[src/hdl/frontend_defs.svh]
`ifndef FRONTEND_DEFS_SVH
`define FRONTEND_DEFS_SVH

// First fetch address out of reset
`define FE_RESET_PC 32'h6000_0000

// One cache line per fetch
`define FE_LINE_BITS 256

// RV32I words per line
`define FE_LANES 8

// Entries offered to the consumer each cycle
`define FE_ISSUE 2

// Instruction queue entries
// Must stay a power of two so the pointers wrap on their own
`define FE_IQ_DEPTH 32

`endif

[src/hdl/frontend_pkg.sv]
package frontend_pkg;

// Register-register layout
typedef struct packed {
    logic [6:0] funct7;
    logic [4:0] rs2;
    logic [4:0] rs1;
    logic [2:0] funct3;
    logic [4:0] rd;
    logic [6:0] opcode;
} r_fmt_t;

// Immediate, load and jalr layout
typedef struct packed {
    logic [11:0] imm;
    logic [4:0]  rs1;
    logic [2:0]  funct3;
    logic [4:0]  rd;
    logic [6:0]  opcode;
} i_fmt_t;

// Store and branch share the split immediate
typedef struct packed {
    logic [6:0] imm_hi;
    logic [4:0] rs2;
    logic [4:0] rs1;
    logic [2:0] funct3;
    logic [4:0] imm_lo;
    logic [6:0] opcode;
} sb_fmt_t;

// Upper immediate and jal layout
typedef struct packed {
    logic [19:0] imm;
    logic [4:0]  rd;
    logic [6:0]  opcode;
} uj_fmt_t;

// One instruction word seen through every format
typedef union packed {
    r_fmt_t  r;
    i_fmt_t  i;
    sb_fmt_t sb;
    uj_fmt_t uj;
} inst_word_u;

typedef enum logic [3:0] {
    OP_REG,
    OP_IMM,
    OP_LOAD,
    OP_STORE,
    OP_BRANCH,
    OP_LUI,
    OP_AUIPC,
    OP_JAL,
    OP_JALR,
    OP_ILLEGAL
} op_class_e;

// What decode hands to the queue per lane
typedef struct packed {
    logic [31:0] pc;
    inst_word_u  inst;
    op_class_e   op_class;
    logic [4:0]  rd;
    logic [4:0]  rs1;
    logic [4:0]  rs2;
    logic [31:0] imm;
} decoded_inst_t;

endpackage : frontend_pkg

[src/hdl/inst_queue.sv]
`timescale 1ns/1ps
`include "frontend_defs.svh"

module inst_queue
import frontend_pkg::*;
(
    input   logic                   clk,
    input   logic                   rst_n,

    // Eight-wide push from decode
    input   decoded_inst_t          dec_entries [`FE_LANES],
    input   logic                   dec_valid,

    // Consumer side
    input   logic                   issue_pop,
    output  decoded_inst_t          issue_inst [`FE_ISSUE],
    output  logic   [`FE_ISSUE-1:0] issue_valid,

    // Back-pressure toward fetch
    output  logic                   line_room
);

localparam int PTR_W = $clog2(`FE_IQ_DEPTH);
localparam int CNT_W = $clog2(`FE_IQ_DEPTH + 1);
localparam int POP_W = $clog2(`FE_ISSUE + 1);

// Room for the line in decode and the one in flight
localparam logic [CNT_W-1:0] ROOM_MIN = CNT_W'(2 * `FE_LANES);

decoded_inst_t    mem [`FE_IQ_DEPTH];
logic [PTR_W-1:0] head;
logic [PTR_W-1:0] tail;
logic [CNT_W-1:0] count;
logic [POP_W-1:0] pop_num;

// Lane i valid once more than i entries are held
// Oldest entries appear in order starting at head
always_comb begin
    for (int i = 0; i < `FE_ISSUE; i++) begin
        issue_valid[i] = count > CNT_W'(i);
        issue_inst[i]  = mem[head + PTR_W'(i)];
    end
end

// Pop takes every valid lane, nothing when empty
always_comb begin
    pop_num = '0;
    for (int i = 0; i < `FE_ISSUE; i++) begin
        if (issue_pop && issue_valid[i]) begin
            pop_num = pop_num + 1'b1;
        end
    end
end

// Pointers and occupancy
always_ff @(posedge clk) begin
    if (!rst_n) begin
        head  <= '0;
        tail  <= '0;
        count <= '0;
    end else begin
        head <= head + PTR_W'(pop_num);
        if (dec_valid) begin
            tail <= tail + PTR_W'(`FE_LANES);
        end
        count <= count + (dec_valid ? CNT_W'(`FE_LANES) : CNT_W'(0)) - CNT_W'(pop_num);
    end
end

// Whole line lands at tail, wraps with the pointer width
always_ff @(posedge clk) begin
    if (dec_valid) begin
        for (int k = 0; k < `FE_LANES; k++) begin
            mem[tail + PTR_W'(k)] <= dec_entries[k];
        end
    end
end

// Free count against two lines
assign line_room = (CNT_W'(`FE_IQ_DEPTH) - count) >= ROOM_MIN;

endmodule : inst_queue

[config.mk]
export PLATFORM = sky130hd
export DESIGN_NAME = inst_queue
export DESIGN_NICKNAME = d
export VERILOG_FILES = /design/src/hdl/frontend_pkg.sv /design/src/hdl/inst_queue.sv
export VERILOG_INCLUDE_DIRS = /design/src /design/src/hdl
export SDC_FILE = /design/constraint.sdc
export NUM_CORES = 2
export LEC_CHECK = 0
export ABC_CLOCK_PERIOD_IN_PS = 25000
export BUFFER_PORTS_ARGS = -buffer_cell sky130_fd_sc_hd__buf_2
export CORE_MARGIN = 2
export CORE_UTILIZATION = 40
export DETAILED_ROUTE_END_ITERATION = 10
export GPL_ROUTABILITY_DRIVEN = 1
export PLACE_DENSITY = 0.67
export SETUP_SLACK_MARGIN = 0.3
export SLEW_MARGIN = 0
export SYNTH_ARGS = -nofsm -noshare
export SYNTH_HDL_FRONTEND = slang
export SYNTH_SLANG_ARGS = --single-unit
[constraint.sdc]
create_clock -name clk -period 25 [get_ports clk]
set_input_delay 0 -clock clk [delete_from_list [all_inputs] [get_ports clk]]
set_output_delay 0 -clock clk [all_outputs]
set_load 0.01 [all_outputs]
==> metrics.md <==
| Metric | Value |
|---|---|
| # clock sinks | `3693` |
| Multi-input gate area | `0.0555 sq mm` |
| Pre-antenna DRT Iters | `6` |
| Max frequency | `133 MHz` |
| Initial Util | `40.2%` |
| Pwr Density | `94.1 mW/mm^2` |
| EDFF count, synth | `3680` |
| Hold wc startpoint | `issue_pop` |
| Gr ovfl total | `0` |
| DP HPWL | `339 mm` |
| Switching part of the total | `31.5%` |
| Hold Crit Endpoint | `count[0]` |
| Reg-to-reg critical path endpoint | `mem[26][81]` |
| Status | `complete, no violations` |
| Class of the worst hold path | `in2reg` |
| Worst Hold Path Cells | `6` |
| Final setup fails | `0` |
| Filler cells | `33800` |
| Die Y | `657 um` |
| Cts bufs inserted | `393` |
| Fin nets | `12000` |
| # DRC | `0` |
| Placement Setup Slack | `18330 ps` |
| Period utilisation layout | `30.1%` |
| Syn avg cell area | `21.0 sq um` |
| Routed len/inst | `31.8 um` |
| Post-synth ARST share | `0%` |
| Syn Nets | `9047` |
| Setup Skew | `27.9 ps` |
| Startpoint types | `flip-flop` |
| Slew Limit Fails | `0` |
| Setup crit end kind | `output port` |
| Die Area | `0.432 sq mm` |
| Placer Congestion | `0.867` |
| IO Pins | `1157` |
| DP Cell Count | `14400` |
| Worst rel slew slack | `15.5%` |
| Ys Warns | `0` |
| Actual slew at the worst max-slew pin | `1270 ps` |
| Synth area leader | `edfxtp_1` |
| Die Wd | `657 um` |
| Synth Flop Type | `edfxtp_1` |
| Minimum clock period | `7510 ps` |
| GRT Overall Usage | `24.6%` |
| Layout cell share with drive strength beyond 1 | `32.9%` |
| Gate count of the mapped netlist | `8105` |
| Critical R2R Launch | `tail[3]` |
| Post-synthesis cell type count | `56` |
| Synth-to-layout area growth | `24.7%` |
| Routed via count | `105000` |
| Worst skew pair latency | `950 ps` |
| 1st-iter DRT viols | `12600` |
| CP peak stage delay | `900 ps` |
| Most area-consuming cells after synthesis | `edfxtp_1 65%, mux4_2 22%, mux2i_1 5.1%` |
| Post-Route WL | `546 mm` |
| Max cap viols | `0` |
| Peak supply drop | `114 uV` |
| Finished Cell Area | `0.213 sq mm` |
| P_int | `13.7 mW` |
| LEAKAGE | `68.8 nW` |
| Seq. cell area | `0.111 sq mm` |
| Non-Filler Instances | `17200` |
| Root Driver | `clkbuf_16` |
| Via-per-instance ratio | `6.12` |
| Largest net degree at the start of global routing | `154` |
| Clk pwr share | `29.3%` |
| Combinational cell fraction of total power | `34.3%` |
| Cell Chain, Critical Path | `buf_4, buf_4, buf_4, buf_4, buf_4, mux4_2, mux2i_1, nor2_1, a221oi_1, a221oi_2, buf_2` |
| Vias in the first global route | `110000` |
| Clock transition at path regs | `60 ps` |
| WP data required | `25000 ps` |
| Tot Pwr | `20.0 mW` |
| Yosys top cell area share | `64.8%` |
| Sequential share of power | `36.4%` |
| Critical path class | `reg2out` |
| Max stage delay cell, worst path | `buf_4` |
| R2R depth | `7` |
| Initial antenna violation count | `222` |
| FP Rows | `239` |
| Final ANT Viol Nets | `0` |
| CP Data Arrival Time | `7510 ps` |
| Mapped cell area | `0.171 sq mm` |
| Switching power | `6.31 mW` |
| Critical path's most frequent cell | `buf_4` |
| H-tree depth | `5` |
| Final setup margin | `17490 ps` |
| Core ar. | `0.424 sq mm` |
| Commonest non-fill, non-tap cell in the layout | `edfxtp_1` |
| CTS tree | `built` |
| Placed Instance Area | `0.181 sq mm` |
| Most frequent cells in the layout | `3680 x edfxtp_1, 1851 x dlygate4sd3_1, 1659 x mux4_2` |
| First-pass GRT wire length | `780 mm` |
| Yosys reg bits | `3693` |
| Final hold vios | `0` |
| Post-route setup TNS | `0 ps` |
| PortBufs | `1156` |
| Register area share after synthesis | `65.0%` |
| Max clock buf depth | `4` |
| Reg2reg setup slack | `18950 ps` |
| RSZ-0062 raised after global routing | `false` |
| Max FO, Critical Path | `52` |
-- worst max-delay path, delay by kind of cell, from the launching register on --
family / cells / cell delay (ps)
mux: 2 / 770
simple gates: 1 / 60
compound gates: 2 / 560
buf+inv: 6 / 4180
flops: 1 / 700
-- layout make-up --
type | count | area share, %
diodes | 172 | 0.202
inverters | 14 | 0.0282
well taps | 5663 | 3.33
repair buffers | 3187 | 12.2
clock inverters | 243 | 1.22
multi-input cells | 3728 | 26.1
clock buffers | 472 | 4.78
flip-flops and latches | 3693 | 52.1
-- per-stage QoR --
step / hold WS (ps) / utilization, %
6_report: 260 / 50.1
4_1_cts: 156 / 50.0
2_1_floorplan: 98.9 / -
5_1_grt: 250 / 50.1
3_5_place_dp: 217 / 42.7
3_3_place_gp: 219 / 42.7
-- power by group through the flow --
stage	Sequential, mW	Combinational [mW]	Clock, mW
2_1_floorplan	7.63	4.86	0
3_3_place_gp	7.38	6.52	0
3_5_place_dp	7.41	6.58	0
4_1_cts	7.28	6.86	5.92
5_1_grt	7.31	7.23	6.17
6_report	7.28	6.87	5.86
-- Yosys cell counts (all sizes together) (19+ instances only) --
library cell and n:
a22o 62, clkbuf 223, mux2i 869, o21ai 59
a32o 107, and2 19, o221ai 36, nor2 34
buf 444, a221oi 363, nand2 264, edfxtp 3680
a22oi 32, a21oi 67, mux4 1661, o22ai 86
-- kinds of logic (layout without fill, tap and decap cells) --
group | count (synthesis) | in the layout | share of synthesized area (%)
DFF | 3693 | 3693 | 65.0
xor gates and xnor gates | 11 | 11 | 0.0763
adders and majority gates | 18 | 18 | 0.141
other | 0 | 172 | 0
buffers and inverters | 684 | 3916 | 2.58
muxes | 2534 | 2534 | 27.1
and+or+nand+nor | 337 | 337 | 0.806
AOI/OAI and AO/OA | 828 | 828 | 4.36
-- per-layer routing --
metal | vias to the layer above | track usage (%) | part of all wire, %
met5 | - | 0 | 0.077
met4 | 64 | 12.4 | 5.9
met2 | 6298 | 40.5 | 48
met3 | 1515 | 5.60 | 9.4
li1 | 42000 | - | -
met1 | 55200 | 30.6 | 36
-- how the worst max path moves through the flow --
stage               startpoint               to  slack [ps]
floorplan              tail[3]        mem[0][0]        2390
global placement       head[1]  issue_inst[154]       18330
detailed placement     head[1]  issue_inst[154]       18330
CTS                    head[1]  issue_inst[154]       17200
global route           head[1]  issue_inst[154]       16890
finish                 head[1]  issue_inst[154]       17490
-- flip-flops by register name, summed over array words and instances, names as in the netlist --
register  flops
count         6
head          5
tail          2
mem        3680
-- what timing repair did --
action | CTS | global route
endpoints found under the setup margin | 0 | 0
gates resized for setup | 0 | 0
buffers inserted | 0 | 0
hold endpoints to repair | 3840 | 0
hold buffers | 1851 | 0
(Power assumes the default switching activity.)
