[config.mk]
export PLATFORM = sky130hd
export DESIGN_NAME = fetch_stage
export DESIGN_NICKNAME = d
export VERILOG_FILES = /design/src/hdl/fetch_stage.sv
export VERILOG_INCLUDE_DIRS = /design/src /design/src/hdl
export SDC_FILE = /design/constraint.sdc
export NUM_CORES = 1
export LEC_CHECK = 0
export BUFFER_PORTS_ARGS = -buffer_cell sky130_fd_sc_hd__buf_2
export CAP_MARGIN = 20
export CORE_ASPECT_RATIO = 0.7
export CORE_MARGIN = 2
export CORE_UTILIZATION = 47
export CTS_CLUSTER_SIZE = 14
export DETAILED_ROUTE_END_ITERATION = 8
export PLACE_DENSITY = 0.9
export SYNTH_ARGS = -nofsm -noshare
export SYNTH_HDL_FRONTEND = slang
export SYNTH_SLANG_ARGS = --single-unit
[constraint.sdc]
create_clock -name clk -period 2.14 [get_ports clk]
set_input_delay 0 -clock clk [delete_from_list [all_inputs] [get_ports clk]]
set_output_delay 0 -clock clk [all_outputs]
set_load 0.01 [all_outputs]
[src/hdl/frontend_defs.svh]
`ifndef FRONTEND_DEFS_SVH
`define FRONTEND_DEFS_SVH

// First fetch address out of reset
`define FE_RESET_PC 32'h6000_0000

// One cache line per fetch
`define FE_LINE_BITS 256

// RV32I words per line
`define FE_LANES 8

// Entries offered to the consumer each cycle
`define FE_ISSUE 2

// Instruction queue entries
// Must stay a power of two so the pointers wrap on their own
`define FE_IQ_DEPTH 32

`endif

[src/hdl/fetch_stage.sv]
`timescale 1ns/1ps
`include "frontend_defs.svh"

module fetch_stage
(
    input   logic           clk,
    input   logic           rst_n,

    // Instruction memory side
    input   logic           imem_resp,
    output  logic   [31:0]  imem_addr,
    output  logic           imem_read,

    // Queue has space for two more lines
    input   logic           line_room,

    // Address of the line coming back, for decode
    output  logic   [31:0]  line_pc
);

// Pc step is one full line
localparam logic [31:0] LINE_BYTES = 32'(`FE_LINE_BITS / 8);

logic [31:0] pc_reg;
logic        pending;

// Pending flag doubles as the request level
// Starts only when idle and the queue reports room
// Clears on the response, pc moves to the next line in the same edge
always_ff @(posedge clk) begin
    if (!rst_n) begin
        pc_reg  <= `FE_RESET_PC;
        pending <= 1'b0;
    end else if (pending) begin
        if (imem_resp) begin
            pending <= 1'b0;
            pc_reg  <= pc_reg + LINE_BYTES;
        end
    end else if (line_room) begin
        pending <= 1'b1;
    end
end

// Address and level hold steady while pending
assign imem_addr = pc_reg;
assign imem_read = pending;

// Pc only moves after the response, so it still names the returning line
assign line_pc   = pc_reg;

endmodule : fetch_stage

==> flow_metrics.tcl, run 1 <==
set metrics [dict create \
    ir_drop_mv 0.2962 \
    dpl_cell_area_um2 1692 \
    seq_power_share_pct 61.8 \
    rr_endpoint "imem_addr[22]" \
    reg2reg_depth 4 \
    avgSynthCellArea_um2 8.317 \
    drive_above_1_share_pct 33.78 \
    critPathLaunch "imem_read" \
    cts_tree "built" \
    dpl.hpwl_um 2426 \
    instances_no_fill 263 \
    cts_buffers 3 \
    grt_pass1_wl_um 5285 \
    p_leak_nw 0.8107 \
    grt_overflow 0 \
    critPathKind "flip-flop to flip-flop" \
    power.net_switching_w 0.0001931 \
    ys_ff_latch 28 \
    synth-simple-area-share_pct 25.34 \
    yosys-top-cells-count "buf_4 (37), dfxtp_1 (28), nor2_1 (13)" \
    cts.path.max_buffers 2 \
    synth_warnings 0 \
    crit_end "imem_addr[22]" \
    post_cts_buffers 0 \
    yosysSeqAreaShare_pct 35.47 \
    maxCapViolCount 0 \
    antenna_cells 0 \
    async_flop_share_pct 0 \
    hold_viol 0 \
    antenna_found_initial 0 \
    rsz0062_at_grt "no" \
    floorplan.initialDensity_pct 49.53 \
    die_w_um 73.31 \
    rows 17 \
    drc_errors 0 \
    netlist_top_cells_area "dfxtp_1 (35%), buf_4 (18%), xor2_1 (4.4%)" \
    synth_xor_area_share_pct 5.542 \
    nNetsFinal 232 \
    drv_slew 0 \
    power_density_nw_per_um2 487.5 \
    gp_congestion 0.8186 \
    io_pins 69 \
    slew-limit-headroom_pct 50.33 \
    die-area_um2 3850 \
    fp.dieH_um 52.52 \
    yosys_most_used_dff "dfxtp_1" \
    end_kind "flip-flop" \
    setup_viol 0 \
    clkPwrFrac_pct 33.7 \
    vias_per_cell 5.255 \
    synth_compound_area_share_pct 10.13 \
    placedCellCount 258 \
    tns_ps 0 \
    cp.arrival_ps 2150 \
    max_freq_mhz 514.2 \
    tightest_slew_ps 744.2 \
    firstDrtPassIters 4 \
    synth_cell_types 34 \
    critPathLaunchType "flip-flop" \
    min_period_over_period_pct 90.88 \
    cts.clk_slew.worst_paths_ps 90 \
    num_vias 1382 \
    cts_root_buf "clkbuf_8" \
    min_path_type "input port to flip-flop" \
    synth_mux_area_share_pct 1.267 \
    outcome "finished, final reports clean" \
    drt-total-wl_um 3345 \
    grt_pass1_vias 1101 \
    wl_per_cell_um 12.72 \
    period_minus_slack_ps 1945 \
    reg2reg_slack_ps 200 \
    synth_area_um2 1580 \
    synth_top_family_by_area "simple AND/OR/NAND/NOR gates" \
    io_buffers 58 \
    synth_top_area_share_pct 35.47 \
    syn2layout_area_growth_pct 10.93 \
    first_iter_violations 83 \
    required_ps 2340 \
    clk_latency_ps 270 \
    comb_power_share_pct 4.6 \
    grt_max_degree 25 \
    yosysMostFrequentCell "buf_4" \
    post-route-cell-area_um2 1753 \
    cts_max_level 1 \
    r2r-start "imem_read" \
    internal_power_w 0.0006615 \
    ant_nets 0 \
    postCtsResizedCells 0 \
    syn_inst 190 \
    clock-sinks 28 \
    synth.largest_area_cell "dfxtp_1" \
    gr-usage-all-layers_pct 17.58 \
    fin_worst_skew_ps 1.701 \
    p_sw_share_pct 22.59 \
    core_um2 3191 \
    critPathMaxFanout 15 \
    synth_edf_count 0 \
    synth_fa_ha_area_share_pct 0.7918 \
]
-- cells by family (layout without fill, tap and decap cells) --
logic type | count (synthesis) | count (layout)
AND/OR/NAND/NOR | 71 | 71
buffers and inverters | 50 | 76
flip-flops | 28 | 28
AO/OA/AOI/OAI | 27 | 27
XOR/XNOR | 10 | 10
multiplexers | 2 | 2
adder cells (fa/ha/maj) | 1 | 1
other | 1 | 10
-- layout make-up --
class | count | area, µm²
Multi-Input combinational cell | 121 | 718.2
Fill cell | 301 | 1438
Timing Repair Buffer | 67 | 362.8
Clock buffer | 3 | 41.29
Sequential cell | 28 | 560.5
Tap cell | 38 | 47.55
Inverter | 6 | 22.52
-- worst max-delay path: stages (launching register included) --
cell	delay [ps]
dfxtp_1	450
nand2_2	140
or4_4	650
or4_1	490
a21oi_1	140
-- flip-flops by register name (all words and copies together) (netlist names) --
| register | flops |
|---|---|
| imem_addr | 27 |
| imem_read | 1 |
-- layer usage --
metal | up-vias | GRT usage (%) | routed length, µm
li1 | 690 | - | -
met1 | 635 | 24.44 | 1558
met2 | 55 | 26.43 | 1522
met3 | 2 | 5.000 | 238
met4 | 0 | 5.152 | 25
met5 | - | 0 | 0
-- power by group through the flow --
stage,logic [W],clock network [W],registers [W]
finish,0.0000391,0.000288,0.000528
floorplan,0.0000390,0,0.000541
CTS,0.0000387,0.000288,0.000528
global route,0.0000429,0.000307,0.000529
global placement,0.0000355,0,0.000540
detailed placement,0.0000359,0,0.000540
-- metrics by stage --
stage	worst slack (ps)	power (W)	util, %	hold slack [ps]
6_report	195.2	0.0008546	54.94	27.30
3_5_place_dp	214.6	0.0005758	53.02	255.8
4_1_cts	203.1	0.0008546	54.94	26.19
3_3_place_gp	280.1	0.0005751	53.02	235.8
2_1_floorplan	299.8	0.0005801	-	143.9
5_1_grt	16.54	0.0008790	54.94	43.46
-- placed cells by master, fill, tap and decap left out, types with 3 or more instances in the layout --
master | synthesis | final
nand3_1 | 11 | 11
dfxtp_1 | 28 | 28
xor2_1 | 8 | 8
nor2_1 | 13 | 13
and4_1 | 3 | 3
a21oi_1 | 11 | 11
or3_1 | 3 | 3
o21ai_0 | 7 | 7
buf_2 | 1 | 58
buf_4 | 37 | 7
nand4_1 | 7 | 7
o31ai_1 | 6 | 6
nand2_1 | 12 | 12
clkbuf_8 | 0 | 3
or3_2 | 3 | 3
conb_1 | 1 | 10
inv_1 | 6 | 6
or4_1 | 8 | 8
-- worst min-delay path by stage --
stage,from,end,slack (ps),cells after the start
floorplan,line_room,imem_read,140,2
global placement,line_room,imem_read,240,3
detailed placement,line_room,imem_read,260,3
CTS,imem_resp,imem_addr[6],30,3
global route,imem_resp,imem_addr[6],40,3
finish,imem_resp,imem_addr[6],30,3
-- timing repair --
action,4_1_cts,5_1_grt
hold endpoints to repair,3,0
hold buffers,2,0
endpoints found under the setup margin,0,0
(Power assumes the default switching activity.)
==> inputs of run 2 (changes only) <==
Settings changed: CORE_UTILIZATION 47 to 50, MAX_ROUTING_LAYER from default to met4, PLACE_DENSITY 0.9 to 0.95.
Clock period 2.14 ns to 2.44 ns, I/O delays scaled along.
==> run 2 against run 1 <==
Net effect: sequential share of layout area is 0.99 points higher; count of clock-buffer cells in the layout stayed put; combinational power is 12% lower; utilization is 0.19 points higher; die area is 5.6% lower; clock power is 15% lower; via count is 2.1% lower; largest power group unchanged.
==> flow_metrics.tcl, run 2 (synthesis gave the netlist of run 1 again) <==
set metrics [dict create \
    power_density_nw_per_um2 435.9 \
    floorplan.initialDensity_pct 51.24 \
    utilization_pct 55.13 \
    critPathMaxFanout 15 \
    final_cell_mix "buf_2 (58), dfxtp_1 (28), nor2_1 (13)" \
    core_um2 3084 \
    grt_max_degree 25 \
    grt_pass1_wl_um 5223 \
    firstDrtPassIters 4 \
    syn2layout_area_growth_pct 7.601 \
    num_vias 1353 \
    wl_per_cell_um 12.96 \
    period_minus_slack_ps 2041 \
    hold_viol 0 \
    end_kind "flip-flop" \
    critPathKind "flip-flop to flip-flop" \
    critPathLaunch "imem_addr[8]" \
    first_iter_violations 121 \
    cp.arrival_ps 2240 \
    gp_congestion 0.8911 \
    die-area_um2 3633 \
    clock-sinks 28 \
    r2r-start "imem_addr[8]" \
    drv_slew 0 \
    cts_max_level 1 \
    vias_per_cell 5.285 \
    antenna_cells 0 \
    final_common_cell "buf_2" \
    min_from "imem_resp" \
    cts_tree "built" \
    die_w_um 71.20 \
    fp.dieH_um 51.04 \
    fin_worst_skew_ps 8.683 \
    p_total_w 0.0007412 \
    critPathLaunchType "flip-flop" \
    io_buffers 58 \
    rr_endpoint "imem_addr[22]" \
    tightest_slew_ps 722.8 \
    min_path_type "input port to flip-flop" \
    ir_drop_mv 0.1876 \
    drc_errors 0 \
    drt-total-wl_um 3319 \
    postCtsResizedCells 0 \
    cts.path.max_buffers 2 \
    maxCapViolCount 0 \
    antenna_found_initial 0 \
    nNetsFinal 225 \
    cts.clk_slew.worst_paths_ps 90 \
    rsz0062_at_grt "no" \
    clk_latency_ps 270 \
    cts_root_buf "clkbuf_8" \
    max_freq_mhz 489.9 \
    setup_viol 0 \
    ant_nets 0 \
    dpl.hpwl_um 2322 \
    grt_overflow 0 \
    gr-usage-all-layers_pct 18.36 \
    required_ps 2640 \
    drive_above_1_share_pct 31.65 \
    cts_buffers 3 \
    io_pins 69 \
    whs_endpoint "imem_addr[6]" \
    reg2reg_depth 4 \
    p_leak_nw 0.7738 \
    min_period_over_period_pct 83.66 \
    tns_ps 0 \
    whs_path_depth 3 \
    largest_reg_flops 27 \
    grt_pass1_vias 1133 \
    rows 17 \
    outcome "finished, final reports clean" \
    slew-limit-headroom_pct 51.76 \
    reg2reg_slack_ps 400 \
]
-- run 2: cell types whose count changed in the layout (fill, tap and decap cells not counted) --
| cell | previous run | this run |
|---|---|---|
| buf_4 | 7 | 0 |
-- run 2: per-stage QoR --
step	setup WS (ps)	hold WS (ps)	instances	area, µm²
after floorplan	599.8	143.9	199	1614
after global placement	496.7	234.3	251	1639
after detailed placement	448.3	241.7	251	1639
after CTS	431.7	41.23	256	1700
after global routing	304.4	68.45	256	1700
final	398.8	50.56	256	1700
-- run 2: worst max-delay path by stage --
| stage | end | slack [ps] | cells past startpoint |
|---|---|---|---|
| 2_1_floorplan | imem_addr[28] | 600 | 5 |
| 3_3_place_gp | imem_addr[24] | 500 | 4 |
| 3_5_place_dp | imem_addr[24] | 450 | 4 |
| 4_1_cts | imem_addr[24] | 430 | 4 |
| 5_1_grt | imem_addr[16] | 300 | 4 |
| 6_report | imem_addr[22] | 400 | 4 |
-- run 2: area by class of cell --
cell class	count	area, µm²
fillers	286	1384
multi-input cells	121	718.2
flip-flops and latches	28	560.5
repair buffers	60	310.3
well taps	38	47.55
clock buffers	3	41.29
inverters	6	22.52
-- run 2: repair_timing --
| item | CTS | global route |
|---|---|---|
| endpoints found under the hold margin | 3 | 0 |
| buffers inserted | 0 | 0 |
| hold buffers | 2 | 0 |
-- run 2: report_power, final --
part | internal (W) | switching [W]
Sequential | 0.000459 | 0.00000380
Combinational | 0.0000101 | 0.0000242
Clock | 0.000111 | 0.000133
-- run 2: critical path, cell delays in order (launching register included) --
cell	delay (ps)
dfxtp_1	470
nand4_1	210
or4_4	630
or4_1	500
a21oi_1	150
-- run 2: routing by layer --
| layer | routed length (µm) | share of wire, % | vias up | global-route usage [%] |
|---|---|---|---|---|
| li1 | - | - | 677 | - |
| met1 | 1618 | 49 | 626 | 24.73 |
| met2 | 1513 | 46 | 48 | 28.86 |
| met3 | 171 | 5.2 | 2 | 2.959 |
| met4 | 15 | 0.45 | 0 | 5.031 |
| met5 | 0 | 0 | - | - |
==> inputs of run 3 (changes only) <==
Settings changed: CORE_UTILIZATION 50 to 47, PLACE_DENSITY 0.95 to 0.9.
Clock period 2.44 ns to 2.11 ns, I/O delays scaled along.
==> run 3 against run 2 <==
Net effect: fmax grew 4.2%; global-route usage down 0.28 points; via count is 4.4% higher; routed wire length is 3.2% higher; sequential power up 15%.
==> flow_metrics.tcl, run 3 (synthesis gave the netlist of run 1 again) <==
set metrics [dict create \
    p_leak_nw 0.8300 \
    crit_buf_inv 0 \
    whs_path_depth 3 \
    drive_above_1_share_pct 34.36 \
    r2r-start "imem_addr[5]" \
    clock-sinks 28 \
    num_vias 1413 \
    grt_pass1_vias 1138 \
    critPathLaunchType "flip-flop" \
    tightest_slew_ps 742.7 \
    min_path_type "input port to flip-flop" \
    critPathMaxFanout 15 \
    outcome "finished, final reports clean" \
    die-area_um2 3850 \
    whs_endpoint "imem_addr[6]" \
    ant_nets 0 \
    drc_errors 0 \
    cts.path.max_buffers 2 \
    cts_tree "built" \
    vias_per_cell 5.332 \
    cts_buffers 3 \
    first_iter_violations 55 \
    hold_viol 0 \
    max_freq_mhz 510.2 \
    cts.clk_slew.worst_paths_ps 100 \
    power_density_nw_per_um2 557.3 \
    postCtsResizedCells 0 \
    crit_chain "nand3_1 -> or4_4 -> or4_1 -> a21oi_1" \
    slew-limit-headroom_pct 50.43 \
    min_from "imem_resp" \
    antenna_cells 0 \
    dp_slack_ps 170.1 \
    required_ps 2310 \
    wl_per_cell_um 12.92 \
    maxCapViolCount 0 \
    setup_viol 0 \
    syn2layout_area_growth_pct 13.30 \
    grt_max_degree 25 \
    p_total_w 0.0009978 \
    cp.arrival_ps 2160 \
    gp_congestion 0.8286 \
    critPathLaunch "imem_addr[5]" \
    grt_pass1_wl_um 5264 \
    path_delay_family "simple AND/OR/NAND/NOR gates" \
    rows 17 \
    drt-total-wl_um 3424 \
    setup_ws_ps 150.1 \
    nNetsFinal 233 \
    critPathMaxStageDelay_ps 650 \
    reg2reg_slack_ps 150 \
    drv_slew 0 \
    critPathKind "flip-flop to flip-flop" \
    rr_endpoint "imem_addr[22]" \
    fin_worst_skew_ps 8.440 \
    crit_slowest_cell "or4_4" \
    holdWs_ps 46.90 \
    end_kind "flip-flop" \
    final_cell_mix "buf_2 (58), dfxtp_1 (28), nor2_1 (13)" \
    period_minus_slack_ps 1960 \
    cts_max_level 1 \
    reg2reg_depth 4 \
    cts_root_buf "clkbuf_8" \
    fp.dieH_um 52.52 \
    largest_reg_flops 27 \
    dpl.hpwl_um 2477 \
    ir_drop_mv 0.2875 \
    core_um2 3191 \
    post_cts_buffers 0 \
    grt_overflow 0 \
    final_common_cell "buf_2" \
    io_pins 69 \
    floorplan.initialDensity_pct 49.53 \
    io_buffers 58 \
    min_period_over_period_pct 92.89 \
    tns_ps 0 \
    gr-usage-all-layers_pct 18.08 \
    firstDrtPassIters 4 \
    die_w_um 73.31 \
    clk_latency_ps 270 \
    rsz0062_at_grt "no" \
    antenna_found_initial 0 \
]
==> run 3: changes by cell type in the layout (fill, tap and decap cells not counted) <==
cell	previous run	this run
buf_4	0	8
bufinv_16	0	1
==> run 3: layout make-up <==
class	count	area, µm²
clock inverter	1	30.03
sequential	28	560.5
clock buffer	3	41.29
tap	38	47.55
timing repair buffer	68	370.4
multi-input combinational	121	718.2
inverter	6	22.52
fill	288	1400
==> run 3: power by group <==
part / leakage [nW] / internal, W / switching, W
sequential: 0.226 / 0.000531 / 0.00000314
clock: 0.0357 / 0.000254 / 0.000166
combinational: 0.568 / 0.0000132 / 0.0000307
total: 0.830 / 0.000798 / 0.000200
==> run 3: what timing repair did <==
action | 4_1_cts | 5_1_grt
endpoints found under the setup margin | 0 | 2
endpoints found under the hold margin | 3 | 0
hold buffers | 2 | 0
==> run 3: how the worst max path moves through the flow <==
stage	endpoint	slack, ps	cells past startpoint
final	imem_addr[22]	150	4
after floorplan	imem_addr[28]	270	5
after CTS	imem_addr[22]	150	4
after global routing	imem_addr[22]	30	4
after global placement	imem_addr[22]	250	4
after detailed placement	imem_addr[22]	170	4
==> run 3: through the flow <==
step / util [%] / cells / cell area [µm²]
2_1_floorplan: - / 199 / 1614
3_3_place_gp: 53.25 / 259 / 1699
3_5_place_dp: 53.25 / 259 / 1699
4_1_cts: 56.12 / 265 / 1790
5_1_grt: 56.12 / 265 / 1790
6_report: 56.12 / 265 / 1790
==> run 3: routing by layer <==
layer / vias to the layer above / GRT usage (%) / share of wire [%]
met5: - / - / 0
li1: 697 / - / -
met2: 51 / 28.23 / 46
met3: 2 / 4.038 / 5.9
met1: 663 / 24.32 / 48
met4: 0 / 3.636 / 0.55
==> run 3: worst reg2reg max path: stages, from the launching register on <==
cell and delay (ps):
dfxtp_1 420, nand3_1 170, or4_4 660, or4_1 500, a21oi_1 150
