--- src/hdl/frontend_defs.svh ---
`ifndef FRONTEND_DEFS_SVH
`define FRONTEND_DEFS_SVH

// First fetch address out of reset
`define FE_RESET_PC 32'h6000_0000

// One cache line per fetch
`define FE_LINE_BITS 256

// RV32I words per line
`define FE_LANES 8

// Entries offered to the consumer each cycle
`define FE_ISSUE 2

// Instruction queue entries
// Must stay a power of two so the pointers wrap on their own
`define FE_IQ_DEPTH 32

`endif

--- src/hdl/frontend_pkg.sv ---
package frontend_pkg;

// Register-register layout
typedef struct packed {
    logic [6:0] funct7;
    logic [4:0] rs2;
    logic [4:0] rs1;
    logic [2:0] funct3;
    logic [4:0] rd;
    logic [6:0] opcode;
} r_fmt_t;

// Immediate, load and jalr layout
typedef struct packed {
    logic [11:0] imm;
    logic [4:0]  rs1;
    logic [2:0]  funct3;
    logic [4:0]  rd;
    logic [6:0]  opcode;
} i_fmt_t;

// Store and branch share the split immediate
typedef struct packed {
    logic [6:0] imm_hi;
    logic [4:0] rs2;
    logic [4:0] rs1;
    logic [2:0] funct3;
    logic [4:0] imm_lo;
    logic [6:0] opcode;
} sb_fmt_t;

// Upper immediate and jal layout
typedef struct packed {
    logic [19:0] imm;
    logic [4:0]  rd;
    logic [6:0]  opcode;
} uj_fmt_t;

// One instruction word seen through every format
typedef union packed {
    r_fmt_t  r;
    i_fmt_t  i;
    sb_fmt_t sb;
    uj_fmt_t uj;
} inst_word_u;

typedef enum logic [3:0] {
    OP_REG,
    OP_IMM,
    OP_LOAD,
    OP_STORE,
    OP_BRANCH,
    OP_LUI,
    OP_AUIPC,
    OP_JAL,
    OP_JALR,
    OP_ILLEGAL
} op_class_e;

// What decode hands to the queue per lane
typedef struct packed {
    logic [31:0] pc;
    inst_word_u  inst;
    op_class_e   op_class;
    logic [4:0]  rd;
    logic [4:0]  rs1;
    logic [4:0]  rs2;
    logic [31:0] imm;
} decoded_inst_t;

endpackage : frontend_pkg

--- src/hdl/decode_stage.sv ---
`timescale 1ns/1ps
`include "frontend_defs.svh"

module decode_stage
import frontend_pkg::*;
(
    input   logic                       clk,
    input   logic                       rst_n,

    // Line straight from memory
    input   logic   [`FE_LINE_BITS-1:0] imem_rdata,
    input   logic                       imem_resp,
    input   logic   [31:0]              line_pc,

    // Registered lanes toward the queue
    output  decoded_inst_t              dec_entries [`FE_LANES],
    output  logic                       dec_valid
);

// RV32I base opcodes
localparam logic [6:0] OPC_REG    = 7'b0110011;
localparam logic [6:0] OPC_IMM    = 7'b0010011;
localparam logic [6:0] OPC_LOAD   = 7'b0000011;
localparam logic [6:0] OPC_STORE  = 7'b0100011;
localparam logic [6:0] OPC_BRANCH = 7'b1100011;
localparam logic [6:0] OPC_LUI    = 7'b0110111;
localparam logic [6:0] OPC_AUIPC  = 7'b0010111;
localparam logic [6:0] OPC_JAL    = 7'b1101111;
localparam logic [6:0] OPC_JALR   = 7'b1100111;

function automatic decoded_inst_t decode_word(input logic [31:0] pc, input logic [31:0] word);
    decoded_inst_t d;
    inst_word_u    w;
    w = word;
    // Unused fields stay zero
    d = '0;
    d.pc   = pc;
    d.inst = w;
    // Opcode sits at the same place in every view
    case (w.r.opcode)
        OPC_REG:    d.op_class = OP_REG;
        OPC_IMM:    d.op_class = OP_IMM;
        OPC_LOAD:   d.op_class = OP_LOAD;
        OPC_STORE:  d.op_class = OP_STORE;
        OPC_BRANCH: d.op_class = OP_BRANCH;
        OPC_LUI:    d.op_class = OP_LUI;
        OPC_AUIPC:  d.op_class = OP_AUIPC;
        OPC_JAL:    d.op_class = OP_JAL;
        OPC_JALR:   d.op_class = OP_JALR;
        default:    d.op_class = OP_ILLEGAL;
    endcase
    case (d.op_class)
        OP_REG: begin
            d.rd  = w.r.rd;
            d.rs1 = w.r.rs1;
            d.rs2 = w.r.rs2;
        end
        // I format, 12-bit signed immediate
        OP_IMM, OP_LOAD, OP_JALR: begin
            d.rd  = w.i.rd;
            d.rs1 = w.i.rs1;
            d.imm = {{20{w.i.imm[11]}}, w.i.imm};
        end
        OP_STORE: begin
            d.rs1 = w.sb.rs1;
            d.rs2 = w.sb.rs2;
            d.imm = {{20{w.sb.imm_hi[6]}}, w.sb.imm_hi, w.sb.imm_lo};
        end
        // B format scrambles bits 11 and 12, offset is even
        OP_BRANCH: begin
            d.rs1 = w.sb.rs1;
            d.rs2 = w.sb.rs2;
            d.imm = {{19{w.sb.imm_hi[6]}}, w.sb.imm_hi[6], w.sb.imm_lo[0],
                     w.sb.imm_hi[5:0], w.sb.imm_lo[4:1], 1'b0};
        end
        // Upper 20 bits, low 12 zero
        OP_LUI, OP_AUIPC: begin
            d.rd  = w.uj.rd;
            d.imm = {w.uj.imm, 12'b0};
        end
        // J format, 21-bit signed even offset
        OP_JAL: begin
            d.rd  = w.uj.rd;
            d.imm = {{11{w.uj.imm[19]}}, w.uj.imm[19], w.uj.imm[7:0],
                     w.uj.imm[8], w.uj.imm[18:9], 1'b0};
        end
        default: begin
        end
    endcase
    return d;
endfunction

decoded_inst_t lane_dec [`FE_LANES];

// Word k sits at bits 32k+31:32k, pc steps by four per lane
for (genvar g = 0; g < `FE_LANES; g++) begin : g_lane
    assign lane_dec[g] = decode_word(line_pc + 32'(4 * g), imem_rdata[32*g +: 32]);
end

// Strobe one cycle behind the response
always_ff @(posedge clk) begin
    if (!rst_n) begin
        dec_valid <= 1'b0;
    end else begin
        dec_valid <= imem_resp;
    end
end

// Payload only loads on a response
always_ff @(posedge clk) begin
    if (imem_resp) begin
        dec_entries <= lane_dec;
    end
end

endmodule : decode_stage

--- config.mk ---
export PLATFORM = sky130hd
export DESIGN_NAME = decode_stage
export DESIGN_NICKNAME = d
export VERILOG_FILES = /design/src/hdl/frontend_pkg.sv /design/src/hdl/decode_stage.sv
export VERILOG_INCLUDE_DIRS = /design/src /design/src/hdl
export SDC_FILE = /design/constraint.sdc
export NUM_CORES = 1
export LEC_CHECK = 0
export ABC_AREA = 1
export BUFFER_PORTS_ARGS = -buffer_cell sky130_fd_sc_hd__buf_4
export CORE_AREA = 2 2 474 476
export DETAILED_ROUTE_END_ITERATION = 10
export DIE_AREA = 0 0 476 478
export PLACE_DENSITY = 0.33
export SLEW_MARGIN = 25
export SYNTH_ARGS = -nofsm -noshare
export SYNTH_HDL_FRONTEND = slang
export SYNTH_SLANG_ARGS = --single-unit
--- constraint.sdc ---
create_clock -name clk -period 3.8 [get_ports clk]
set_input_delay 0.57 -clock clk [delete_from_list [all_inputs] [get_ports clk]]
set_output_delay 0.57 -clock clk [all_outputs]
set_load 0.03 [all_outputs]
==> results of run 1 <==
-- sequential cells by signal, indices dropped and copies added, names as in the netlist --
name	count
dec_entries	896
dec_valid	1
-- routing by layer --
layer	part of all wire, %	vias to the layer above	track usage [%]
met5	0.014	-	0
met4	3.7	4	5.817
met3	9.9	235	6.102
met2	49	1110	27.46
met1	37	14190	17.41
li1	-	13610	-
-- metrics by stage --
stage / worst slack (ns) / hold WS, ns / area [sq um] / util [%]
detailed placement: 0.5911 / 0.7495 / 50010 / 22.41
finish: 1.081 / 0.09395 / 56210 / 25.19
global placement: 0.6479 / 0.7504 / 50010 / 22.41
floorplan: 1.626 / 0.6635 / 37250 / -
global route: 0.9919 / 0.02821 / 56200 / 25.18
CTS: 0.9054 / 0.0002640 / 56190 / 25.18
-- cells by family (layout without fill, tap and decap cells) --
group	count (synthesis)	after routing
simple gates	1474	1474
fa+ha+maj	9	9
flops	897	897
compound gates	195	195
other cells	0	7
xor+xnor	105	105
buf+inv	445	2054
-- area by class of cell --
class / instances / area, sq um / share of cell area (%)
antenna: 7 / 17.52 / 0.03116
timing repair buffer: 1512 / 12150 / 21.61
multi-input combinational: 1783 / 8433 / 15.00
clock inverter: 80 / 760.7 / 1.353
inverter: 326 / 1224 / 2.177
clock buffer: 136 / 2957 / 5.260
tap: 2992 / 3744 / 6.660
sequential: 897 / 26930 / 47.90
-- placed cells by master (no fill, tap or decap), types with 2 or more instances in the layout --
master | netlist | layout
nand2_2 | 16 | 17
o21a_1 | 18 | 18
inv_6 | 0 | 2
buf_12 | 0 | 14
nor2_2 | 26 | 27
nor3_1 | 8 | 7
a21oi_1 | 66 | 65
clkinvlp_4 | 0 | 8
clkinv_16 | 0 | 3
nor2_4 | 14 | 14
o22ai_1 | 4 | 4
clkinv_2 | 0 | 18
nand4_1 | 10 | 10
nand3b_1 | 22 | 22
inv_16 | 0 | 2
xor2_1 | 97 | 97
nand3_1 | 311 | 311
buf_4 | 41 | 1251
bufinv_16 | 0 | 9
clkbuf_1 | 27 | 21
clkbuf_16 | 0 | 115
o21ai_0 | 85 | 85
inv_1 | 316 | 316
xnor2_1 | 8 | 8
diode_2 | 0 | 7
edfxtp_1 | 896 | 896
clkinv_4 | 0 | 6
o21bai_1 | 20 | 20
nand2_4 | 6 | 6
nor2_1 | 344 | 343
clkinv_1 | 6 | 36
ha_1 | 9 | 9
and2_1 | 2 | 2
dlygate4sd3_1 | 0 | 246
nand2_1 | 713 | 712
inv_2 | 4 | 4
-- worst max-delay path, delay by kind of cell --
kind	cells	cell delay [ns]
buffers and inverters	3	0.75
and+or+nand+nor	4	1.93
-- cells in the mapped netlist, types with 20 or more instances --
master / instances
xor2_1: 97
o21ai_0: 85
o21bai_1: 20
buf_2: 49
nand2_1: 713
a21oi_1: 66
inv_1: 316
edfxtp_1: 896
buf_4: 41
clkbuf_1: 27
nand3_1: 311
nand3b_1: 22
nor2_1: 344
nor2_2: 26
-- worst paths after layout --
path | start | slack, ns | endpoint | cells past startpoint
setup / recovery | imem_rdata[194] | 1.08 | dec_entries[137] | 7
hold / removal | imem_rdata[29] | 0.09 | dec_entries[885] | 1
-- power groups by stage --
| stage | sequential [mW] | combinational (mW) | clock [mW] |
|---|---|---|---|
| 6_report | 12.0 | 4.47 | 11.0 |
| 5_1_grt | 12.0 | 4.70 | 11.7 |
| 4_1_cts | 12.0 | 4.57 | 11.4 |
| 3_5_place_dp | 12.2 | 4.33 | 0 |
| 3_3_place_gp | 12.2 | 4.34 | 0 |
| 2_1_floorplan | 13.6 | 0.470 | 0 |
==> flow_metrics.tcl, run 1 <==
set metrics [dict create \
    cts_sinks 897 \
    gr-total-overflow 0 \
    slew-limit-headroom_pct 37.12 \
    synth_top_family_by_area "simple AND/OR/NAND/NOR gates" \
    end_kind "flop" \
    holdCritPathClass "input port to flop" \
    std_cell_rows 174 \
    critPathMaxStageDelay_ns 0.91 \
    ys_seq_elements 897 \
    seqPwrFrac_pct 43.7 \
    tns_ns 0 \
    die_w_um 476 \
    io_buffers 1211 \
    synth_warnings 0 \
    synth-xor-area-share_pct 2.469 \
    core-area_sq_um 223200 \
    power.leakage_nw 24.07 \
    muxShareOfSynthArea_pct 0 \
    grt_pass1_wl_um 249000 \
    ys_seq_area_share_pct 72.29 \
    path_class "input port to flop" \
    ios 1212 \
    ctsResizeCount 0 \
    power_frac_comb_pct 16.3 \
    cp_cell_sequence "dlygate4sd3_1 > buf_4 > inv_1 > nand2_1 > nor2_1 > nand3_1 > nand3b_1" \
    final_max_slew_viol_count 0 \
    synthCells 3125 \
    via_per_inst 3.770 \
    synth_flop_cell "edfxtp_1" \
    synth-edff-count 896 \
    setup_viol 0 \
    status "completed" \
    cts-root-buf "clkbuf_16" \
    cap_violations 0 \
    synth_top_area_share_pct 72.24 \
    syn_avg_cell_area_sq_um 11.92 \
    syn_nets 3425 \
    wl_per_cell_um 24.24 \
    internal_power_mw 19.29 \
    vias 29160 \
    die_area_sq_um 227500 \
    slowest_stage "nand3_1" \
    start_kind "input port" \
    wirelength_um 187500 \
    ir_worst_vdd_v 0.0003570 \
    post-cts-setup-buffers 0 \
    critPathRequiredTime_ns 4.34 \
    sw_frac_of_total_pct 29.61 \
    fmaxAchievable_mhz 367.7 \
    cts_tree "done" \
    worst_pin_slew_ns 0.9406 \
    cts_hold_buffers 246 \
    fillers 23760 \
    drc 0 \
    syn_area_sq_um 37250 \
    grt_pass1_vias 29560 \
    drtIter0Drc 1930 \
    fin_crit_sh_pct 71.57 \
    synth_fa_ha_area_share_pct 0.3023 \
    synth_top_area_cell "edfxtp_1" \
    synthToLayoutAreaGrowth_pct 50.92 \
    final_cells 7733 \
    clk_pin_slew_worst_paths_ns 0.06 \
    critPathMaxFanout 20 \
    start_util_pct 16.69 \
    place_hpwl_um 148300 \
    p_switching_mw 8.113 \
    netlist-cell-type-count 32 \
    die_height_um 478 \
    dpl.cell_count 7264 \
    rsz0062_at_grt "no" \
    grt_max_degree 70 \
    synth-simple-area-share_pct 16.94 \
    clockBufferDepth 3 \
    detail_route.first_pass.iterations 7 \
    synthTopCellsByArea "edfxtp_1 (72%), nand2_1 (7.2%), nand3_1 (4.2%)" \
    numCtsBuffers 114 \
    gr-usage-all-layers_pct 15.84 \
    h-tree-depth 3 \
    gp_congestion 0.8285 \
    p_total_mw 27.40 \
    critPathArrivalTime_ns 3.26 \
    ant_nets 0 \
    clockPowerShare_pct 40.0 \
    min_period_ns 2.720 \
    layout.nets 4934 \
    drive_above_1_share_pct 31.73 \
    antenna_found_initial 25 \
    synth_compound_area_share_pct 2.896 \
    powerDensity_nw_per_um2 487.5 \
    hold_viol_final 0 \
    async_flop_share_pct 0 \
]
(Power assumes the default switching activity.)
==> run 2: changes to the inputs <==
--- a/config.mk
+++ b/config.mk
@@ -6,11 +6,11 @@
 export SDC_FILE = /design/constraint.sdc
 export NUM_CORES = 1
 export LEC_CHECK = 0
-export ABC_AREA = 1
+export ABC_AREA = 0
 export BUFFER_PORTS_ARGS = -buffer_cell sky130_fd_sc_hd__buf_4
-export CORE_AREA = 2 2 474 476
+export CORE_AREA = 2 2 477 479
 export DETAILED_ROUTE_END_ITERATION = 10
-export DIE_AREA = 0 0 476 478
+export DIE_AREA = 0 0 479 481
 export PLACE_DENSITY = 0.33
 export SLEW_MARGIN = 25
 export SYNTH_ARGS = -nofsm -noshare
==> constraint.sdc (replaced) <==
create_clock -name clk -period 2.3 [get_ports clk]
set_input_delay 0.345 -clock clk [delete_from_list [all_inputs] [get_ports clk]]
set_output_delay 0.345 -clock clk [all_outputs]
set_load 0.03 [all_outputs]
==> flow_metrics.tcl, run 2 <==
set metrics [dict create \
    gp_congestion 0.7966 \
    synthTopCellsByArea "edfxtp_1 (76%), a21o_1 (3.4%), xnor2_1 (3.0%)" \
    drc 0 \
    io_buffers 1211 \
    synthToLayoutAreaGrowth_pct 57.65 \
    die_area_sq_um 230400 \
    h-tree-depth 3 \
    layout.nets 4284 \
    cap_violations 0 \
    core-area_sq_um 225700 \
    dpl_worst_slack_ns -0.05579 \
    slowest_stage "a21oi_1" \
    final_max_slew_viol_count 0 \
    netlist-cell-type-count 62 \
    antenna_found_initial 49 \
    min_period_ns 2.105 \
    ios 1212 \
    grt_max_degree 116 \
    synth_flop_cell "edfxtp_1" \
    wl_per_cell_um 25.76 \
    power.leakage_nw 22.77 \
    ant_nets 0 \
    gr-total-overflow 0 \
    powerDensity_nw_per_um2 804.8 \
    drive_above_1_share_pct 39.46 \
    post-cts-setup-buffers 0 \
    whs_path_depth 2 \
    worst_pin_slew_ns 1.007 \
    syn_nets 2597 \
    start_kind "input port" \
    synthCells 2297 \
    clockBufferDepth 3 \
    numCtsBuffers 110 \
    grt_pass1_wl_um 242900 \
    synth-edff-count 896 \
    start_util_pct 15.75 \
    syn_avg_cell_area_sq_um 15.48 \
    ys_seq_area_share_pct 75.75 \
    status "completed" \
    std_cell_rows 175 \
    end_kind "flop" \
    synth_top_area_share_pct 75.69 \
    worst_slack_ns 0.1951 \
    synth_most_common_cell "edfxtp_1" \
    cts_tree "done" \
    gr-usage-all-layers_pct 15.24 \
    drtIter0Drc 1705 \
    die_w_um 479 \
    critPathMaxStageDelay_ns 0.65 \
    cp_cell_sequence "dlygate4sd3_1 > buf_4 > buf_4 > ha_1 > a21oi_1 > nor3_1 > buf_4 > nand2_1 > xnor2_1" \
    min-delay-start "line_pc[19]" \
    clk_pin_slew_worst_paths_ns 0.06 \
    layout_commonest_cell "buf_4" \
    largest_register "dec_entries" \
    final_cell_mix "buf_4 (1,400), edfxtp_1 (896), dlygate4sd3_1 (281)" \
    die_height_um 481 \
    critPathArrivalTime_ns 2.61 \
    grt_pass1_vias 26890 \
    via_per_inst 3.711 \
    vias 26360 \
    timing.hold.ws_ns 0.09621 \
    cts_hold_buffers 281 \
    ys_seq_elements 897 \
    critPathMaxFanout 10 \
    path_class "input port to flop" \
    syn_area_sq_um 35550 \
    ctsResizeCount 0 \
    detail_route.first_pass.iterations 5 \
    place_hpwl_um 146300 \
    cts-root-buf "clkbuf_16" \
    critPathRequiredTime_ns 2.81 \
    largest_reg_flops 896 \
    wirelength_um 183000 \
    fmaxAchievable_mhz 475.1 \
    reg.largest.list "dec_entries (896), dec_valid (1)" \
    synth_top_area_cell "edfxtp_1" \
    async_flop_share_pct 0 \
    synth_warnings 0 \
    hold_viol_final 0 \
    holdCritPathClass "input port to flop" \
    cpMostUsedCell "buf_4" \
    synth_common_cells "edfxtp_1 (896), nand2_1 (164), a21o_1 (161), and2_1 (149), nor2_1 (125)" \
    slew-limit-headroom_pct 32.65 \
    hold_end "dec_entries[907]" \
    rsz0062_at_grt "no" \
    setup_viol 0 \
    cts_sinks 897 \
    fin_crit_sh_pct 91.52 \
    ir_worst_vdd_v 0.0005780 \
]
-- run 2: critical path, delay by kind of cell --
| kind | cells | cell delay (ns) |
|---|---|---|
| compound gates | 1 | 0.65 |
| xor+xnor | 1 | 0.06 |
| simple gates | 2 | 0.21 |
| buf+inv | 4 | 1.08 |
| fa+ha+maj | 1 | 0.26 |
-- run 2: per-layer routing --
layer | global-route usage [%] | part of all wire [%]
met5 | 0 | 0.088
met4 | 3.526 | 1.9
met3 | 4.260 | 7.1
met2 | 26.28 | 49
met1 | 18.76 | 41
-- run 2: stage by stage --
step,setup TNS (ns),util (%),instance area [sq um],power [mW],cells
after floorplan,0,-,35550,23.17,2297
after CTS,0,24.80,56000,46.03,7087
after detailed placement,-0.3122,21.96,49570,27.27,6600
after global placement,-0.2965,21.95,49560,27.32,6600
after global routing,0,24.81,56010,46.75,7093
final,0,24.82,56040,45.10,7104
-- run 2: area by class of cell --
class,count,area [sq um]
inverter,32,120.1
timing repair buffer,1698,13660
tap,3009,3765
fill,23890,169700
sequential,897,26930
clock buffer,128,2820
multi-input combinational,1245,7911
clock inverter,78,798.3
antenna,17,42.54
-- run 2: power breakdown --
part	internal, mW	switching, mW
clock	10.2	7.60
sequential	19.3	0.471
combinational	2.54	4.98
total	32.1	13.0
-- run 2: kinds of logic after synthesis --
group	Yosys count	synth area share, %
fa+ha+maj	9	0.3168
buf+inv	155	2.098
flops	897	75.75
xor+xnor	191	4.706
mux	4	0.1126
simple gates	667	9.803
compound gates	374	7.219
-- run 2: worst max-delay path by stage --
stage / start / to / slack, ns / cells after the start
final: line_pc[3] / dec_entries[560] / 0.20 / 9
after global routing: line_pc[3] / dec_entries[572] / 0.09 / 9
after CTS: dec_entries[888] / dec_entries[198] / 0.11 / 1
after detailed placement: line_pc[3] / dec_entries[560] / -0.06 / 8
after global placement: line_pc[4] / dec_entries[684] / -0.16 / 9
after floorplan: line_pc[3] / dec_entries[108] / 0.008 / 10
==> run 3: changes to the inputs <==
--- a/config.mk
+++ b/config.mk
@@ -11,7 +11,7 @@
 export CORE_AREA = 2 2 477 479
 export DETAILED_ROUTE_END_ITERATION = 10
 export DIE_AREA = 0 0 479 481
-export PLACE_DENSITY = 0.33
+export PLACE_DENSITY = 0.42
 export SLEW_MARGIN = 25
 export SYNTH_ARGS = -nofsm -noshare
 export SYNTH_HDL_FRONTEND = slang
==> flow_metrics.tcl, run 3 (synthesis gave the netlist of run 2 again) <==
set metrics [dict create \
    status "completed" \
    end_kind "flop" \
    grt_pass1_wl_um 247600 \
    ctsResizeCount 0 \
    start_kind "input port" \
    dpl_worst_slack_ns 0.09031 \
    fin_crit_sh_pct 87.14 \
    die_w_um 479 \
    cts_sinks 897 \
    powerDensity_nw_per_um2 786.2 \
    critPathArrivalTime_ns 2.60 \
    cp.depth 8 \
    critPathMaxFanout 8 \
    start_util_pct 15.75 \
    final_max_slew_viol_count 0 \
    io_buffers 1211 \
    grt_pass1_vias 27180 \
    worst-path-buf-inv 3 \
    worst_pin_slew_ns 0.9626 \
    layout.nets 4306 \
    core-area_sq_um 225700 \
    die_area_sq_um 230400 \
    std_cell_rows 175 \
    gr-total-overflow 0 \
    die_height_um 481 \
    power.leakage_nw 22.78 \
    setup_viol 0 \
    slew-limit-headroom_pct 35.54 \
    drive_above_1_share_pct 39.69 \
    rsz0062_at_grt "no" \
    fillers 23850 \
    ant_nets 0 \
    drc 0 \
    largest_reg_flops 896 \
    reg.largest.list "dec_entries (896), dec_valid (1)" \
    slowest_stage "dlygate4sd3_1" \
    cap_violations 0 \
    holdCritPathClass "input port to flop" \
    critPathMaxStageDelay_ns 0.56 \
    min_period_ns 2.004 \
    fmaxAchievable_mhz 498.9 \
    place_hpwl_um 155500 \
    numCtsBuffers 107 \
    cp_cell_sequence "dlygate4sd3_1 > buf_4 > nor2b_1 > o21ai_0 > a21oi_1 > and2_1 > buf_4 > a21o_1" \
    antenna_found_initial 90 \
    wirelength_um 188500 \
    gr-usage-all-layers_pct 15.72 \
    path_class "input port to flop" \
    ios 1212 \
    clockBufferDepth 3 \
    ir_worst_vdd_v 0.0005191 \
    gp_congestion 0.8520 \
    cts_tree "done" \
    cpMostUsedCell "buf_4" \
    worst_slack_ns 0.2958 \
    clk_pin_slew_worst_paths_ns 0.06 \
    via_per_inst 3.803 \
    critPathRequiredTime_ns 2.90 \
    detail_route.first_pass.iterations 5 \
    cp-startpoint "imem_rdata[197]" \
    hold_viol_final 0 \
    vias 27110 \
    crit_family "buffers and inverters" \
    endpoint "dec_entries[141]" \
    largest_register "dec_entries" \
    drtIter0Drc 1919 \
    synthToLayoutAreaGrowth_pct 57.54 \
    layout_commonest_cell "buf_4" \
    final_cell_mix "buf_4 (1,426), edfxtp_1 (896), dlygate4sd3_1 (280)" \
    h-tree-depth 3 \
    wl_per_cell_um 26.44 \
    grt_max_degree 116 \
    tns_ns 0 \
    cts-root-buf "clkbuf_16" \
]
## run 3: worst min-delay path by stage
| stage | startpoint | to | slack, ns | cells past startpoint |
|---|---|---|---|---|
| 5_1_grt | line_pc[26] | dec_entries[914] | 0.05 | 2 |
| 3_5_place_dp | imem_rdata[46] | dec_entries[755] | 0.54 | 1 |
| 3_3_place_gp | line_pc[0] | dec_entries[888] | 0.53 | 1 |
| 4_1_cts | line_pc[26] | dec_entries[914] | 0.02 | 2 |
| 2_1_floorplan | imem_rdata[192] | dec_entries[166] | 0.44 | 0 |
| 6_report | line_pc[26] | dec_entries[914] | 0.09 | 2 |
## run 3: timing repair
action	in CTS	in global routing
hold endpoints to repair	675	0
setup buffers	0	0
hold buffers	280	0
## run 3: where the power goes
| part | internal [mW] | switching [mW] | total, mW | leakage (nW) |
|---|---|---|---|---|
| Sequential | 19.3 | 0.475 | 19.7 | 8.67 |
| Clock | 9.39 | 7.31 | 16.7 | 1.64 |
| Combinational | 2.57 | 5.02 | 7.59 | 12.5 |
## run 3: layout make-up
type | instances | area [sq um] | share of cell area, %
Tap cell | 3009 | 3765 | 6.723
Sequential cell | 897 | 26930 | 48.08
Antenna cell | 28 | 70.07 | 0.1251
Timing Repair Buffer | 1723 | 13840 | 24.72
Inverter | 32 | 120.1 | 0.2145
Multi-Input combinational cell | 1245 | 7923 | 14.15
Clock inverter | 60 | 574.3 | 1.025
Clock buffer | 135 | 2783 | 4.969
## run 3: per-layer routing
metal | wire length, um | up-vias | track usage, % | part of all wire, %
met5 | 320 | - | 0 | 0.17
met4 | 5001 | 50 | 4.695 | 2.7
met3 | 16000 | 282 | 5.269 | 8.5
met2 | 91500 | 1317 | 26.52 | 49
met1 | 75680 | 13490 | 18.87 | 40
li1 | - | 11970 | - | -
## run 3: metrics by stage
step	std cells	util, %	area (sq um)	hold slack (ns)	total power [mW]
finish	7129	24.81	56000	0.09041	44.03
global route	7112	24.79	55960	0.04815	45.59
CTS	7101	24.77	55920	0.01947	44.77
detailed placement	6626	22.04	49760	0.5371	27.26
global placement	6626	22.04	49760	0.5346	27.27
floorplan	2297	-	35550	0.4439	23.17
